`src/hw/raster_pkg.sv`:
```
// raster geometry and layer fetch types shared by the timer, scrollers and arbiter
package raster_pkg;

    // pixel clocks per line and lines per frame
    localparam int H_TOTAL = 448;
    localparam int V_TOTAL = 320;

    // visible window, end is exclusive
    localparam int H_ACTIVE_BEG = 104;
    localparam int H_ACTIVE_END = 424;
    localparam int V_ACTIVE_BEG = 44;
    localparam int V_ACTIVE_END = 284;

    localparam int NUM_LAYERS = 3;

    typedef logic [8:0] coord_t;

    typedef struct packed {
        coord_t     x_offs;
        coord_t     y_offs;
        logic [7:0] page;
    } layer_cfg_t;

    typedef struct packed {
        logic       valid;
        logic [1:0] id;
        logic [7:0] page;
        coord_t     x;
        coord_t     y;
    } layer_fetch_t;

endpackage

```
`src/hw/video_regs_pkg.sv`:
```
// video register map: port addresses, reset defaults and register structs for decoder and bank
package video_regs_pkg;

    // port addresses, low byte of the Z80 port
    localparam logic [7:0] PORT_VCONF     = 8'h00;
    localparam logic [7:0] PORT_VPAGE     = 8'h01;
    localparam logic [7:0] PORT_GX_OFFSL  = 8'h02;
    localparam logic [7:0] PORT_GX_OFFSH  = 8'h03;
    localparam logic [7:0] PORT_GY_OFFSL  = 8'h04;
    localparam logic [7:0] PORT_GY_OFFSH  = 8'h05;
    localparam logic [7:0] PORT_TSCONF    = 8'h06;
    localparam logic [7:0] PORT_PALSEL    = 8'h07;
    localparam logic [7:0] PORT_BORDER    = 8'h0F;
    localparam logic [7:0] PORT_TMPAGE    = 8'h15;
    localparam logic [7:0] PORT_T0GPAGE   = 8'h16;
    localparam logic [7:0] PORT_T1GPAGE   = 8'h17;
    localparam logic [7:0] PORT_SGPAGE    = 8'h19;
    localparam logic [7:0] PORT_HINT_BEG  = 8'h22;
    localparam logic [7:0] PORT_VINT_BEGL = 8'h23;
    localparam logic [7:0] PORT_VINT_BEGH = 8'h24;
    localparam logic [7:0] PORT_T0X_OFFSL = 8'h40;
    localparam logic [7:0] PORT_T0X_OFFSH = 8'h41;
    localparam logic [7:0] PORT_T0Y_OFFSL = 8'h42;
    localparam logic [7:0] PORT_T0Y_OFFSH = 8'h43;
    localparam logic [7:0] PORT_T1X_OFFSL = 8'h44;
    localparam logic [7:0] PORT_T1X_OFFSH = 8'h45;
    localparam logic [7:0] PORT_T1Y_OFFSL = 8'h46;
    localparam logic [7:0] PORT_T1Y_OFFSH = 8'h47;
    // legacy short forms
    localparam logic [7:0] PORT_ZBORDER   = 8'hFE;
    localparam logic [7:0] PORT_ZVPAGE    = 8'hFD;

    // non-zero reset defaults
    localparam logic [7:0] VPAGE_RST    = 8'h05;
    localparam logic [7:0] PALSEL_RST   = 8'h0F;
    localparam logic [7:0] HINT_BEG_RST = 8'd2;

    // layer enable bits
    localparam int TSCONF_T0_EN  = 5;
    localparam int TSCONF_T1_EN  = 6;
    localparam int VCONF_GFX_OFF = 5;

    typedef struct packed {
        logic zborder;
        logic border;
        logic zvpage;
        logic vpage;
        logic vconf;
        logic gx_offsl;
        logic gx_offsh;
        logic gy_offsl;
        logic gy_offsh;
        logic t0x_offsl;
        logic t0x_offsh;
        logic t0y_offsl;
        logic t0y_offsh;
        logic t1x_offsl;
        logic t1x_offsh;
        logic t1y_offsl;
        logic t1y_offsh;
        logic tsconf;
        logic palsel;
        logic tmpage;
        logic t0gpage;
        logic t1gpage;
        logic sgpage;
        logic hint_beg;
        logic vint_begl;
        logic vint_begh;
    } port_strobes_t;

    typedef struct packed {
        logic [7:0] border;
        logic [7:0] vpage;
        logic [7:0] vconf;
        logic [7:0] palsel;
        logic [7:0] hint_beg;
        logic [7:0] tsconf;
        logic [7:0] tmpage;
        logic [7:0] t0gpage;
        logic [7:0] t1gpage;
        logic [7:0] sgpage;
        logic [8:0] gx_offs;
        logic [8:0] gy_offs;
        logic [8:0] t0x_offs;
        logic [8:0] t0y_offs;
        logic [8:0] t1x_offs;
        logic [8:0] t1y_offs;
        logic [8:0] vint_beg;
    } video_regs_t;

endpackage
```
`src/hw/video_subsys.sv`:
```
// video control-port subsystem top: port decode, register bank, raster timer and layer fetch
`timescale 1ns/1ns

module video_subsys (
    input  logic                        clk,
    input  logic                        rst,
    input  logic [7:0]                  port_addr,
    input  logic [7:0]                  port_data,
    input  logic                        port_wr,
    output video_regs_pkg::video_regs_t regs,
    output logic                        line_start,
    output logic                        int_pulse,
    output raster_pkg::layer_fetch_t    fetch_req
);

    video_regs_pkg::port_strobes_t strobes;
    logic [7:0]                    wr_data;
    raster_pkg::coord_t            hcount;
    raster_pkg::coord_t            vcount;
    logic                          active;
    raster_pkg::layer_cfg_t        layer_cfg [raster_pkg::NUM_LAYERS];
    raster_pkg::layer_fetch_t      fetches   [raster_pkg::NUM_LAYERS];

    port_decoder u_decoder (
        .clk       (clk),
        .rst       (rst),
        .port_addr (port_addr),
        .port_data (port_data),
        .port_wr   (port_wr),
        .strobes   (strobes),
        .wr_data   (wr_data)
    );

    video_ports u_ports (
        .clk        (clk),
        .rst        (rst),
        .wr_data    (wr_data),
        .strobes    (strobes),
        .line_start (line_start),
        .regs       (regs)
    );

    raster_timer u_timer (
        .clk        (clk),
        .rst        (rst),
        .hint_beg   (regs.hint_beg),
        .vint_beg   (regs.vint_beg),
        .hcount     (hcount),
        .vcount     (vcount),
        .active     (active),
        .line_start (line_start),
        .int_pulse  (int_pulse)
    );

    // layer 0 graphics, layers 1 and 2 tiles
    assign layer_cfg[0] = '{x_offs: regs.gx_offs,  y_offs: regs.gy_offs,  page: regs.vpage};
    assign layer_cfg[1] = '{x_offs: regs.t0x_offs, y_offs: regs.t0y_offs, page: regs.t0gpage};
    assign layer_cfg[2] = '{x_offs: regs.t1x_offs, y_offs: regs.t1y_offs, page: regs.t1gpage};

    for (genvar i = 0; i < raster_pkg::NUM_LAYERS; i++)
    begin : g_layer
        layer_scroller #(
            .LAYER_ID (i)
        ) u_scroller (
            .clk    (clk),
            .rst    (rst),
            .cfg    (layer_cfg[i]),
            .hcount (hcount),
            .vcount (vcount),
            .active (active),
            .fetch  (fetches[i])
        );
    end

    layer_fetch_arbiter u_arbiter (
        .clk       (clk),
        .rst       (rst),
        .fetches   (fetches),
        .vconf     (regs.vconf),
        .tsconf    (regs.tsconf),
        .fetch_req (fetch_req)
    );

endmodule

```
`src/hw/layer_fetch_arbiter.sv`:
```
// four-slot fetch rotation over the layer scrollers, masking disabled layers
`timescale 1ns/1ns

module layer_fetch_arbiter (
    input  logic                     clk,
    input  logic                     rst,
    input  raster_pkg::layer_fetch_t fetches [raster_pkg::NUM_LAYERS],
    input  logic [7:0]               vconf,
    input  logic [7:0]               tsconf,
    output raster_pkg::layer_fetch_t fetch_req
);

    // 2-bit counter wraps after slot 3
    logic [1:0]                      slot;
    logic [raster_pkg::NUM_LAYERS-1:0] layer_en;
    raster_pkg::layer_fetch_t        sel;

    assign layer_en = {tsconf[video_regs_pkg::TSCONF_T1_EN],
                       tsconf[video_regs_pkg::TSCONF_T0_EN],
                       ~vconf[video_regs_pkg::VCONF_GFX_OFF]};

    always_comb
    begin
        sel    = '0;
        sel.id = slot;
        // slots past the last layer stay idle
        if (slot < raster_pkg::NUM_LAYERS)
        begin
            sel       = fetches[slot];
            sel.valid = fetches[slot].valid & layer_en[slot];
        end
    end

    always_ff @(posedge clk)
    begin
        fetch_req.id   <= sel.id;
        fetch_req.page <= sel.page;
        fetch_req.x    <= sel.x;
        fetch_req.y    <= sel.y;
        if (rst)
        begin
            slot            <= '0;
            fetch_req.valid <= 1'b0;
        end
        else
        begin
            slot            <= slot + 1'b1;
            fetch_req.valid <= sel.valid;
        end
    end

endmodule

```
`src/hw/layer_scroller.sv`:
```
// per-layer scroll adder: raster position plus layer offsets, tagged with page and layer id
`timescale 1ns/1ns

module layer_scroller #(
    parameter int LAYER_ID = 0
) (
    input  logic                     clk,
    input  logic                     rst,
    input  raster_pkg::layer_cfg_t   cfg,
    input  raster_pkg::coord_t       hcount,
    input  raster_pkg::coord_t       vcount,
    input  logic                     active,
    output raster_pkg::layer_fetch_t fetch
);

    always_ff @(posedge clk)
    begin
        // 9-bit sums wrap modulo 512
        fetch.x    <= hcount + cfg.x_offs;
        fetch.y    <= vcount + cfg.y_offs;
        fetch.page <= cfg.page;
        fetch.id   <= 2'(LAYER_ID);
        if (rst)
            fetch.valid <= 1'b0;
        else
            fetch.valid <= active;
    end

endmodule

```
`src/hw/raster_timer.sv`:
```
// raster position counters with line start and programmable frame interrupt pulses
`timescale 1ns/1ns

module raster_timer (
    input  logic               clk,
    input  logic               rst,
    input  logic [7:0]         hint_beg,
    input  raster_pkg::coord_t vint_beg,
    output raster_pkg::coord_t hcount,
    output raster_pkg::coord_t vcount,
    output logic               active,
    output logic               line_start,
    output logic               int_pulse
);

    raster_pkg::coord_t h_nx;
    raster_pkg::coord_t v_nx;
    logic               h_wrap;

    assign h_wrap = (hcount == raster_pkg::coord_t'(raster_pkg::H_TOTAL - 1));

    always_comb
    begin
        h_nx = h_wrap ? '0 : hcount + 1'b1;
        v_nx = vcount;
        if (h_wrap)
        begin
            if (vcount == raster_pkg::coord_t'(raster_pkg::V_TOTAL - 1))
                v_nx = '0;
            else
                v_nx = vcount + 1'b1;
        end
    end

    // flags decoded from the next position so they line up with the counts
    always_ff @(posedge clk)
    begin
        if (rst)
        begin
            hcount     <= '0;
            vcount     <= '0;
            active     <= 1'b0;
            line_start <= 1'b0;
            int_pulse  <= 1'b0;
        end
        else
        begin
            hcount     <= h_nx;
            vcount     <= v_nx;
            active     <= (h_nx >= raster_pkg::H_ACTIVE_BEG)
                       && (h_nx <  raster_pkg::H_ACTIVE_END)
                       && (v_nx >= raster_pkg::V_ACTIVE_BEG)
                       && (v_nx <  raster_pkg::V_ACTIVE_END);
            line_start <= h_wrap;
            // hint_beg counts in units of two pixel clocks
            int_pulse  <= (h_nx == {hint_beg, 1'b0}) && (v_nx == vint_beg);
        end
    end

endmodule

```
`src/hw/video_ports.sv`:
```
// video register bank: immediate registers plus line-latched shadows, fed by the port decoder
`timescale 1ns/1ns

module video_ports (
    input  logic                          clk,
    input  logic                          rst,
    input  logic [7:0]                    wr_data,
    input  video_regs_pkg::port_strobes_t strobes,
    input  logic                          line_start,
    output video_regs_pkg::video_regs_t   regs
);

    // shadow copies, moved to the outputs at line start
    logic [7:0] vpage_sh;
    logic [7:0] vconf_sh;
    logic [7:0] palsel_sh;
    logic [8:0] gx_offs_sh;

    logic [7:0] vpage_nx;
    logic [7:0] vconf_nx;
    logic [7:0] palsel_nx;
    logic [8:0] gx_offs_nx;

    // next shadow values, so a write in the line start cycle is not lost
    always_comb
    begin
        vpage_nx   = vpage_sh;
        vconf_nx   = vconf_sh;
        palsel_nx  = palsel_sh;
        gx_offs_nx = gx_offs_sh;
        // legacy page form 0000_01x1
        if (strobes.zvpage)
            vpage_nx = {6'b000001, wr_data[3], 1'b1};
        if (strobes.vpage)
            vpage_nx = wr_data;
        if (strobes.vconf)
            vconf_nx = wr_data;
        if (strobes.palsel)
            palsel_nx = wr_data;
        if (strobes.gx_offsl)
            gx_offs_nx[7:0] = wr_data;
        if (strobes.gx_offsh)
            gx_offs_nx[8] = wr_data[0];
    end

    always_ff @(posedge clk)
    begin
        if (rst)
        begin
            regs        <= '0;
            regs.vpage  <= video_regs_pkg::VPAGE_RST;
            regs.palsel <= video_regs_pkg::PALSEL_RST;
            regs.hint_beg <= video_regs_pkg::HINT_BEG_RST;
            vpage_sh    <= video_regs_pkg::VPAGE_RST;
            vconf_sh    <= '0;
            palsel_sh   <= video_regs_pkg::PALSEL_RST;
            gx_offs_sh  <= '0;
        end
        else
        begin
            // immediate group
            if (strobes.zborder)   regs.border         <= {5'b11110, wr_data[2:0]};
            if (strobes.border)    regs.border         <= wr_data;
            if (strobes.gy_offsl)  regs.gy_offs[7:0]   <= wr_data;
            if (strobes.gy_offsh)  regs.gy_offs[8]     <= wr_data[0];
            if (strobes.t0x_offsl) regs.t0x_offs[7:0]  <= wr_data;
            if (strobes.t0x_offsh) regs.t0x_offs[8]    <= wr_data[0];
            if (strobes.t0y_offsl) regs.t0y_offs[7:0]  <= wr_data;
            if (strobes.t0y_offsh) regs.t0y_offs[8]    <= wr_data[0];
            if (strobes.t1x_offsl) regs.t1x_offs[7:0]  <= wr_data;
            if (strobes.t1x_offsh) regs.t1x_offs[8]    <= wr_data[0];
            if (strobes.t1y_offsl) regs.t1y_offs[7:0]  <= wr_data;
            if (strobes.t1y_offsh) regs.t1y_offs[8]    <= wr_data[0];
            if (strobes.tsconf)    regs.tsconf         <= wr_data;
            if (strobes.tmpage)    regs.tmpage         <= wr_data;
            if (strobes.t0gpage)   regs.t0gpage        <= wr_data;
            if (strobes.t1gpage)   regs.t1gpage        <= wr_data;
            if (strobes.sgpage)    regs.sgpage         <= wr_data;
            if (strobes.hint_beg)  regs.hint_beg       <= wr_data;
            if (strobes.vint_begl) regs.vint_beg[7:0]  <= wr_data;
            if (strobes.vint_begh) regs.vint_beg[8]    <= wr_data[0];

            vpage_sh   <= vpage_nx;
            vconf_sh   <= vconf_nx;
            palsel_sh  <= palsel_nx;
            gx_offs_sh <= gx_offs_nx;

            // line-latched group
            if (line_start)
            begin
                regs.vconf   <= vconf_nx;
                regs.palsel  <= palsel_nx;
                regs.gx_offs <= gx_offs_nx;
            end
            // legacy page write bypasses the line latch
            if (line_start || strobes.zvpage)
                regs.vpage <= vpage_nx;
        end
    end

endmodule

```
`src/hw/port_decoder.sv`:
```
// decodes registered Z80 port writes into one-cycle register strobes for the video port bank
`timescale 1ns/1ns

module port_decoder (
    input  logic                         clk,
    input  logic                         rst,
    input  logic [7:0]                   port_addr,
    input  logic [7:0]                   port_data,
    input  logic                         port_wr,
    output video_regs_pkg::port_strobes_t strobes,
    output logic [7:0]                   wr_data
);

    logic [7:0] addr_q;
    logic       wr_q;

    // capture the Z80 write bus
    always_ff @(posedge clk)
    begin
        addr_q  <= port_addr;
        wr_data <= port_data;
        if (rst)
            wr_q <= 1'b0;
        else
            wr_q <= port_wr;
    end

    always_comb
    begin
        strobes = '0;
        if (wr_q)
        begin
            case (addr_q)
                video_regs_pkg::PORT_ZBORDER:   strobes.zborder   = 1'b1;
                video_regs_pkg::PORT_BORDER:    strobes.border    = 1'b1;
                video_regs_pkg::PORT_ZVPAGE:    strobes.zvpage    = 1'b1;
                video_regs_pkg::PORT_VPAGE:     strobes.vpage     = 1'b1;
                video_regs_pkg::PORT_VCONF:     strobes.vconf     = 1'b1;
                video_regs_pkg::PORT_GX_OFFSL:  strobes.gx_offsl  = 1'b1;
                video_regs_pkg::PORT_GX_OFFSH:  strobes.gx_offsh  = 1'b1;
                video_regs_pkg::PORT_GY_OFFSL:  strobes.gy_offsl  = 1'b1;
                video_regs_pkg::PORT_GY_OFFSH:  strobes.gy_offsh  = 1'b1;
                video_regs_pkg::PORT_T0X_OFFSL: strobes.t0x_offsl = 1'b1;
                video_regs_pkg::PORT_T0X_OFFSH: strobes.t0x_offsh = 1'b1;
                video_regs_pkg::PORT_T0Y_OFFSL: strobes.t0y_offsl = 1'b1;
                video_regs_pkg::PORT_T0Y_OFFSH: strobes.t0y_offsh = 1'b1;
                video_regs_pkg::PORT_T1X_OFFSL: strobes.t1x_offsl = 1'b1;
                video_regs_pkg::PORT_T1X_OFFSH: strobes.t1x_offsh = 1'b1;
                video_regs_pkg::PORT_T1Y_OFFSL: strobes.t1y_offsl = 1'b1;
                video_regs_pkg::PORT_T1Y_OFFSH: strobes.t1y_offsh = 1'b1;
                video_regs_pkg::PORT_TSCONF:    strobes.tsconf    = 1'b1;
                video_regs_pkg::PORT_PALSEL:    strobes.palsel    = 1'b1;
                video_regs_pkg::PORT_TMPAGE:    strobes.tmpage    = 1'b1;
                video_regs_pkg::PORT_T0GPAGE:   strobes.t0gpage   = 1'b1;
                video_regs_pkg::PORT_T1GPAGE:   strobes.t1gpage   = 1'b1;
                video_regs_pkg::PORT_SGPAGE:    strobes.sgpage    = 1'b1;
                video_regs_pkg::PORT_HINT_BEG:  strobes.hint_beg  = 1'b1;
                video_regs_pkg::PORT_VINT_BEGL: strobes.vint_begl = 1'b1;
                video_regs_pkg::PORT_VINT_BEGH: strobes.vint_begh = 1'b1;
                // unmapped ports are ignored
                default:                        strobes           = '0;
            endcase
        end
    end

endmodule

```
`config.mk`:
```
export PLATFORM = sky130hd
export DESIGN_NAME = video_subsys
export DESIGN_NICKNAME = d
export VERILOG_FILES = /design/src/hw/raster_pkg.sv /design/src/hw/video_regs_pkg.sv /design/src/hw/video_subsys.sv /design/src/hw/layer_fetch_arbiter.sv /design/src/hw/layer_scroller.sv /design/src/hw/raster_timer.sv /design/src/hw/video_ports.sv /design/src/hw/port_decoder.sv
export SDC_FILE = /design/constraint.sdc
export NUM_CORES = 1
export LEC_CHECK = 0
export BUFFER_PORTS_ARGS = -buffer_cell sky130_fd_sc_hd__buf_2
export CAP_MARGIN = 20
export CORE_AREA = 2 2 144 175
export CTS_CLUSTER_DIAMETER = 40
export DETAILED_ROUTE_END_ITERATION = 10
export DIE_AREA = 0 0 146 177
export GPL_TIMING_DRIVEN = 0
export PLACE_DENSITY = 0.72
export SLEW_MARGIN = 0
export SYNTH_ARGS = -nofsm -noshare
export SYNTH_HDL_FRONTEND = slang
export SYNTH_SLANG_ARGS = --single-unit
```
`constraint.sdc`:
```
create_clock -name clk -period 4.4 [get_ports clk]
set_input_delay 0.22 -clock clk [delete_from_list [all_inputs] [get_ports clk]]
set_output_delay 0.22 -clock clk [all_outputs]
set_load 0.005 [all_outputs]
```
# Word-level counts from Yosys, hierarchy flattened
# Index checks and enable logic that the tools add are counted.
# totals
inputBits,19
regBits,324
output_inout_bits,174
# classes
reduce_logical,8
add_sub_neg,9
n_lt_le_gt_ge,7
eq_ne,29
bitwise_logic,4
mux,44
# ops
cell,count
"8-bit by 7-bit equality test with 1-bit output, second input constant",8
29-bit binary-select mux with 2-bit select,1
29-bit two-way mux,2
8-bit two-way mux,7
9-bit adder,6
"8-bit by 3-bit equality test with 1-bit output, second input constant",4
"8-bit by 5-bit equality test with 1-bit output, second input constant",4
1-bit two-way mux,28
28-bit two-way mux,1
9-bit two-way mux,3
26-bit two-way mux,1
"8-bit by 6-bit equality test with 1-bit output, second input constant",3
"9-bit by 1-bit adder with 9-bit output, second input constant",2
9-bit equality test,2
"9-bit equality test, second input constant",2
"9-bit < comparator, second input constant",2
"8-bit by 2-bit equality test with 1-bit output, second input constant",2
"8-bit equality test, second input constant",2
"9-bit by 6-bit >= comparator with 1-bit output, second input constant",1
"9-bit by 7-bit >= comparator with 1-bit output, second input constant",1
"8-bit by 1-bit equality test with 1-bit output, second input constant",1
"8-bit by 4-bit equality test with 1-bit output, second input constant",1
8-bit logical NOT,1
1-bit logical AND,4
other kinds (11),12

# Longest topological paths before layout
# depth
ltp_word,6
mapped_depth,10
depth_no_buf,10

# By module
# From an unflattened synthesis, not the netlist that was laid out.
# unflattened
hier_cells,1414
hier_area_um2,13993.4
# by_module_without_submodules
module,instances,cells_each,seq_area_each_um2,area_per_inst_um2
video_ports,1,614,3523.4,6317.3
layer_scroller at g_layer[1].u_scroller ...,2,114,540.5,1258.7
raster_timer,1,222,420.4,1697.9
layer_fetch_arbiter,1,165,620.6,1503.9
layer_scroller at g_layer[0].u_scroller,1,113,540.5,1255.0
port_decoder,1,72,340.3,701.9

# Least setup slack after synthesis
# Ideal clock, no wire load.
# synth_timing
path_type,register to register
from,register u_timer.hcount[0]
to,register u_timer.int_pulse
period_less_slack_ns,2.442
path_buffers,0
path_slack_ns,1.958
setup_time_ns,0.088
stages_incl_launch_ff,9
arrival_ns,2.354
t_required_ns,4.312
path_cell_list,dfxtp_1 -> ha_1 -> and3_1 -> nand3_1 -> or4_1 -> nand2_1 -> xor2_1 -> or4_1 -> nor4_2
# synth_between
elab_chain_cells,4
word_cells_on_any_way,7
# synth_lines
element,line_no,source
"start, declared",raster_timer.sv:9,"output raster_pkg::coord_t hcount,"
"start signal, assigned",raster_timer.sv:48,hcount <= h_nx;
9-bit by 1-bit adder with 9-bit output / 9-bit equality test (equally long branches),"raster_timer.sv:24, raster_timer.sv:20",
9-bit two-way mux (on tied branches),"raster_timer.sv:24, raster_timer.sv:26",
9-bit equality test,raster_timer.sv:56,"int_pulse <= (h_nx == {hint_beg, 1'b0}) && (v_nx == vint_beg);"
1-bit logical AND (*),raster_timer.sv:56,
"end signal, assigned",raster_timer.sv:56,
"end, declared",raster_timer.sv:13,output logic int_pulse
# Every way passes the cells marked *; elsewhere a longest branch is shown, timed or not.
# A chain may end at the register's enable or synchronous reset.

# Worst setup path in the final report
# Ends and elaborated chain as after synthesis.

==> run summary <==
Clock network
• maximum buffer depth of the clock tree: 3
• H-tree depth reported by CTS: 2
• total of cells resized after clock tree synthesis: 0
• total clock sinks: 324
• CTS tree: built
• master cell of the clock root buffer: sky130_fd_sc_hd__clkbuf_16
• total CTS buffers: 37
• Worst-Skew Late Latency: 520 ps
• clock-pin slew of the registers on the worst-case setup and hold paths: 60 ps

Final layout
• diodes inserted: 0
• number of nets in the final layout: 1660
• share of cells above drive strength 1: 17.73%
• most common cell after layout, fill and taps aside: sky130_fd_sc_hd__dfxtp_1
• highest-count cells in the layout ignoring fill and taps: sky130_fd_sc_hd__dfxtp_1 (324), sky130_fd_sc_hd__nor2_1 (243), sky130_fd_sc_hd__buf_2 (197)
• relative area change from synthesis to final layout: 21.43%

Routing
• Wirelength per Cell: 18.89 µm
• total wire length: 36500 µm
• antenna violation net count after detailed routing: 0
• DR DRC count: 0
• Initial DRC Count: 633
• number of vias in the routed layout: 10.32k
• average via count per standard cell: 5.341
• Pre-antenna DRT Iters: 5

Pwr
• share of total power consumed by net switching: 22.37%
• Int Pwr: 4.890 mW
• clock group share of total power: 48.4%
• leakage power figure: 7.181 nW
• share of power burned in registers: 47.5%
• VDD IR-drop max: 0.0002971 V
• PD cells: 402.9 nW/µm²
• Net Sw Power: 1.409 mW
• Logic pwr share: 4.1%

Setup path
• data arrival time of the critical path: 3480 ps
• Required @ worst endpoint: 4820 ps
• Critical Path Fanout Max: 10
• crit path launch: u_timer.hcount[0]$_SDFF_PP0_
• Slowest cell on crit path: sky130_fd_sc_hd__dfxtp_1
• critical path's largest stage delay: 610 ps
• kind of critical path: flop to flop
• nature of the critical path endpoint: flop
• startpoint kind of the worst setup timing path: flop
• beginning of the worst register-to-register path: u_timer.hcount[0]$_SDFF_PP0_
• crit path cell chain: ha_1, nand4b_1, nor2_4, buf_2, nor2_1, xnor2_1, o221ai_1, or4_1, nor4_2

Die
• number of rows created at floorplan: 63
• I/O pin total: 193
• width of the die: 146 µm
• core area: 24280 µm²
• vertical die dimension: 177 µm
• initial standard-cell utilization of the core: 53.04%
• die outline area: 25840 µm²

Global routing
• pin count of the biggest net entering global routing: 15
• Remaining Overflow, GRT: 0
• wire length of the first global-routing pass: 56150 µm
• global-route usage over all layers: 27.92%
• vias in the first global route: 10.03k
• antenna violations before repair: 0

Worst hold path
• class of the tightest hold or removal check: input pin to flop
• hold_sp: rst

STA
• time the final worst path needs with I/O delays and setup: 3063 ps
• Worst Skew: 20.55 ps
• final hold violation count: 0
• setup repair after global routing missed its margin: false
• Rel. slew slack: 33.36%
• final worst-path cycle share: 69.61%
• min setup slack post-route: 1337 ps
• Least-Margin Pin Slew: 999.6 ps
• total of endpoints with negative setup slack in the final report: 0
• Max Slew Vio Count: 0
• setup_tns: 0 ps
• maximum frequency from static timing analysis: 326.5 MHz

Place
• final RePlAce weighted congestion: 0.9484
• Detailed Place HPWL: 26470 µm
• number of input and output port buffers inserted: 192
• post-placement setup slack: 1338 ps

Yosys
• share of synthesized registers carrying an async set or reset: 0%
• YS warnings: 0
• fraction of the yosys area taken by sequential cells: 50.37%
• main combinational cell family by area after synthesis: simple AND/OR/NAND/NOR gates
• simple-gate area share of the yosys netlist: 14.60%
• number of different library cells in the post-synthesis netlist: 61
• flop and latch count out of synthesis: 324
• multiplexer share of the synthesized area: 11.14%
• summed instance area of the synthesized netlist: 12880 µm²
• flip-flop cell with the highest count after synthesis: sky130_fd_sc_hd__dfxtp_1
• cells after synthesis: 1334
• Synth Net Count: 1412
• post-synthesis adder-cell area fraction: 6.083%
• share of the synthesized netlist area taken by xor and xnor gates: 4.829%
• average cell area after synthesis: 9.652 µm²
• count of flip-flops with a built-in enable after synthesis: 0
• compound-gate portion of the synthesized area: 9.435%

Run status
• status: completed

Flow run
• number of max-capacitance violations reported: 0

-- power groups by stage --
stage	Clock, mW	Sequential (mW)	Combinational [mW]
floorplan	0	3.05	0.142
global placement	0	3.06	0.239
detailed placement	0	3.06	0.242
CTS	3.08	2.99	0.255
global route	3.21	3.00	0.277
finish	3.05	2.99	0.256
-- area by class of cell --
type / instances / area (µm²)
Timing Repair Buffer: 209 / 1131
Multi-Input combinational cell: 892 / 5933
Sequential cell: 324 / 6486
Fill cell: 2103 / 8643
Buffer: 75 / 295.3
Clock inverter: 18 / 198.9
Clock buffer: 46 / 1022
Inverter: 43 / 161.4
Tap cell: 325 / 406.6
-- cells by family after synthesis --
family / count (synthesis)
XOR/XNOR: 71
adder cells (fa/ha/maj): 59
AND/OR/NAND/NOR: 419
buffers and inverters: 118
AO/OA/AOI/OAI: 200
multiplexers: 143
flip-flops: 324
-- state kept, by name, indices dropped and copies added, names as in the netlist --
name                      count
u_timer.int_pulse             1
g_layer.u_scroller.fetch     79
u_decoder.addr_q              8
u_timer.active                1
u_arbiter.slot                2
u_decoder.wr_q                1
u_ports.vconf_sh              8
u_decoder.wr_data             8
u_ports.vpage_sh              8
u_arbiter.fetch_req          29
u_ports.gx_offs_sh            9
u_ports.regs                143
u_timer.line_start            1
u_ports.palsel_sh             8
u_timer.vcount                9
u_timer.hcount                9
-- metal layers --
layer | vias up | GRT usage [%] | wire length, µm
li1 | 5042 | - | -
met1 | 4837 | 34.75 | 15370
met2 | 347 | 48.33 | 17530
met3 | 93 | 4.149 | 1868
met4 | 0 | 12.26 | 1724
met5 | - | 0 | 0
-- path summary, 6_finish.rpt --
kind              slack (ps)  cells after the start                                       to
setup / recovery        1340                      9             u_timer.int_pulse$_SDFF_PP0_
hold / removal           140                      4             u_timer.int_pulse$_SDFF_PP0_
setup reg to reg        1340                      9             u_timer.int_pulse$_SDFF_PP0_
hold reg to reg          360                      0  g_layer[2].u_scroller.fetch[20]$_DFF_P_
-- per-stage QoR --
| stage | cell area, µm² | std cells | power (mW) | hold WS [ps] | utilization [%] |
|---|---|---|---|---|---|
| finish | 15640 | 1932 | 6.299 | 144.1 | 64.40 |
| global route | 15640 | 1932 | 6.485 | 157.5 | 64.40 |
| CTS | 15640 | 1932 | 6.328 | 122.5 | 64.40 |
| detailed placement | 14240 | 1851 | 3.299 | 323.6 | 58.67 |
| global placement | 14240 | 1851 | 3.295 | 322.0 | 58.67 |
| floorplan | 12880 | 1334 | 3.192 | 247.7 | - |
-- Yosys cell counts, drive strengths merged, types with 8 or more instances --
| cell | instances | area (µm²) |
|---|---|---|
| a21o | 12 | 90.09 |
| xor2 | 22 | 192.7 |
| nor3 | 17 | 95.09 |
| nand2 | 62 | 232.7 |
| clkbuf | 65 | 244.0 |
| dfxtp | 324 | 6486 |
| a211oi | 22 | 165.2 |
| inv | 43 | 161.4 |
| a21oi | 97 | 485.5 |
| o21ai | 24 | 123.9 |
| nand2b | 11 | 76.32 |
| xnor2 | 49 | 429.2 |
| buf | 10 | 51.29 |
| nor2 | 250 | 960.9 |
| o21bai | 12 | 90.09 |
| nor4 | 8 | 56.30 |
| nand3 | 25 | 125.1 |
| mux2i | 141 | 1411 |
| ha | 53 | 663.1 |
| nand4 | 9 | 62.56 |
-- critical path: cells and delay by family (launching register included) --
kind	cells	cell delay, ps
flops	1	610
compound gates	1	180
simple gates	5	1310
fa+ha+maj	1	370
xor+xnor	1	240
buf+inv	1	260
-- repair_timing --
action                                  CTS  global route
endpoints found under the setup margin    0             0
setup buffers                             0             0
hold buffers                             17             0
hold endpoints to repair                 17             0
No activity file was read; power rests on OpenSTA's default activity.
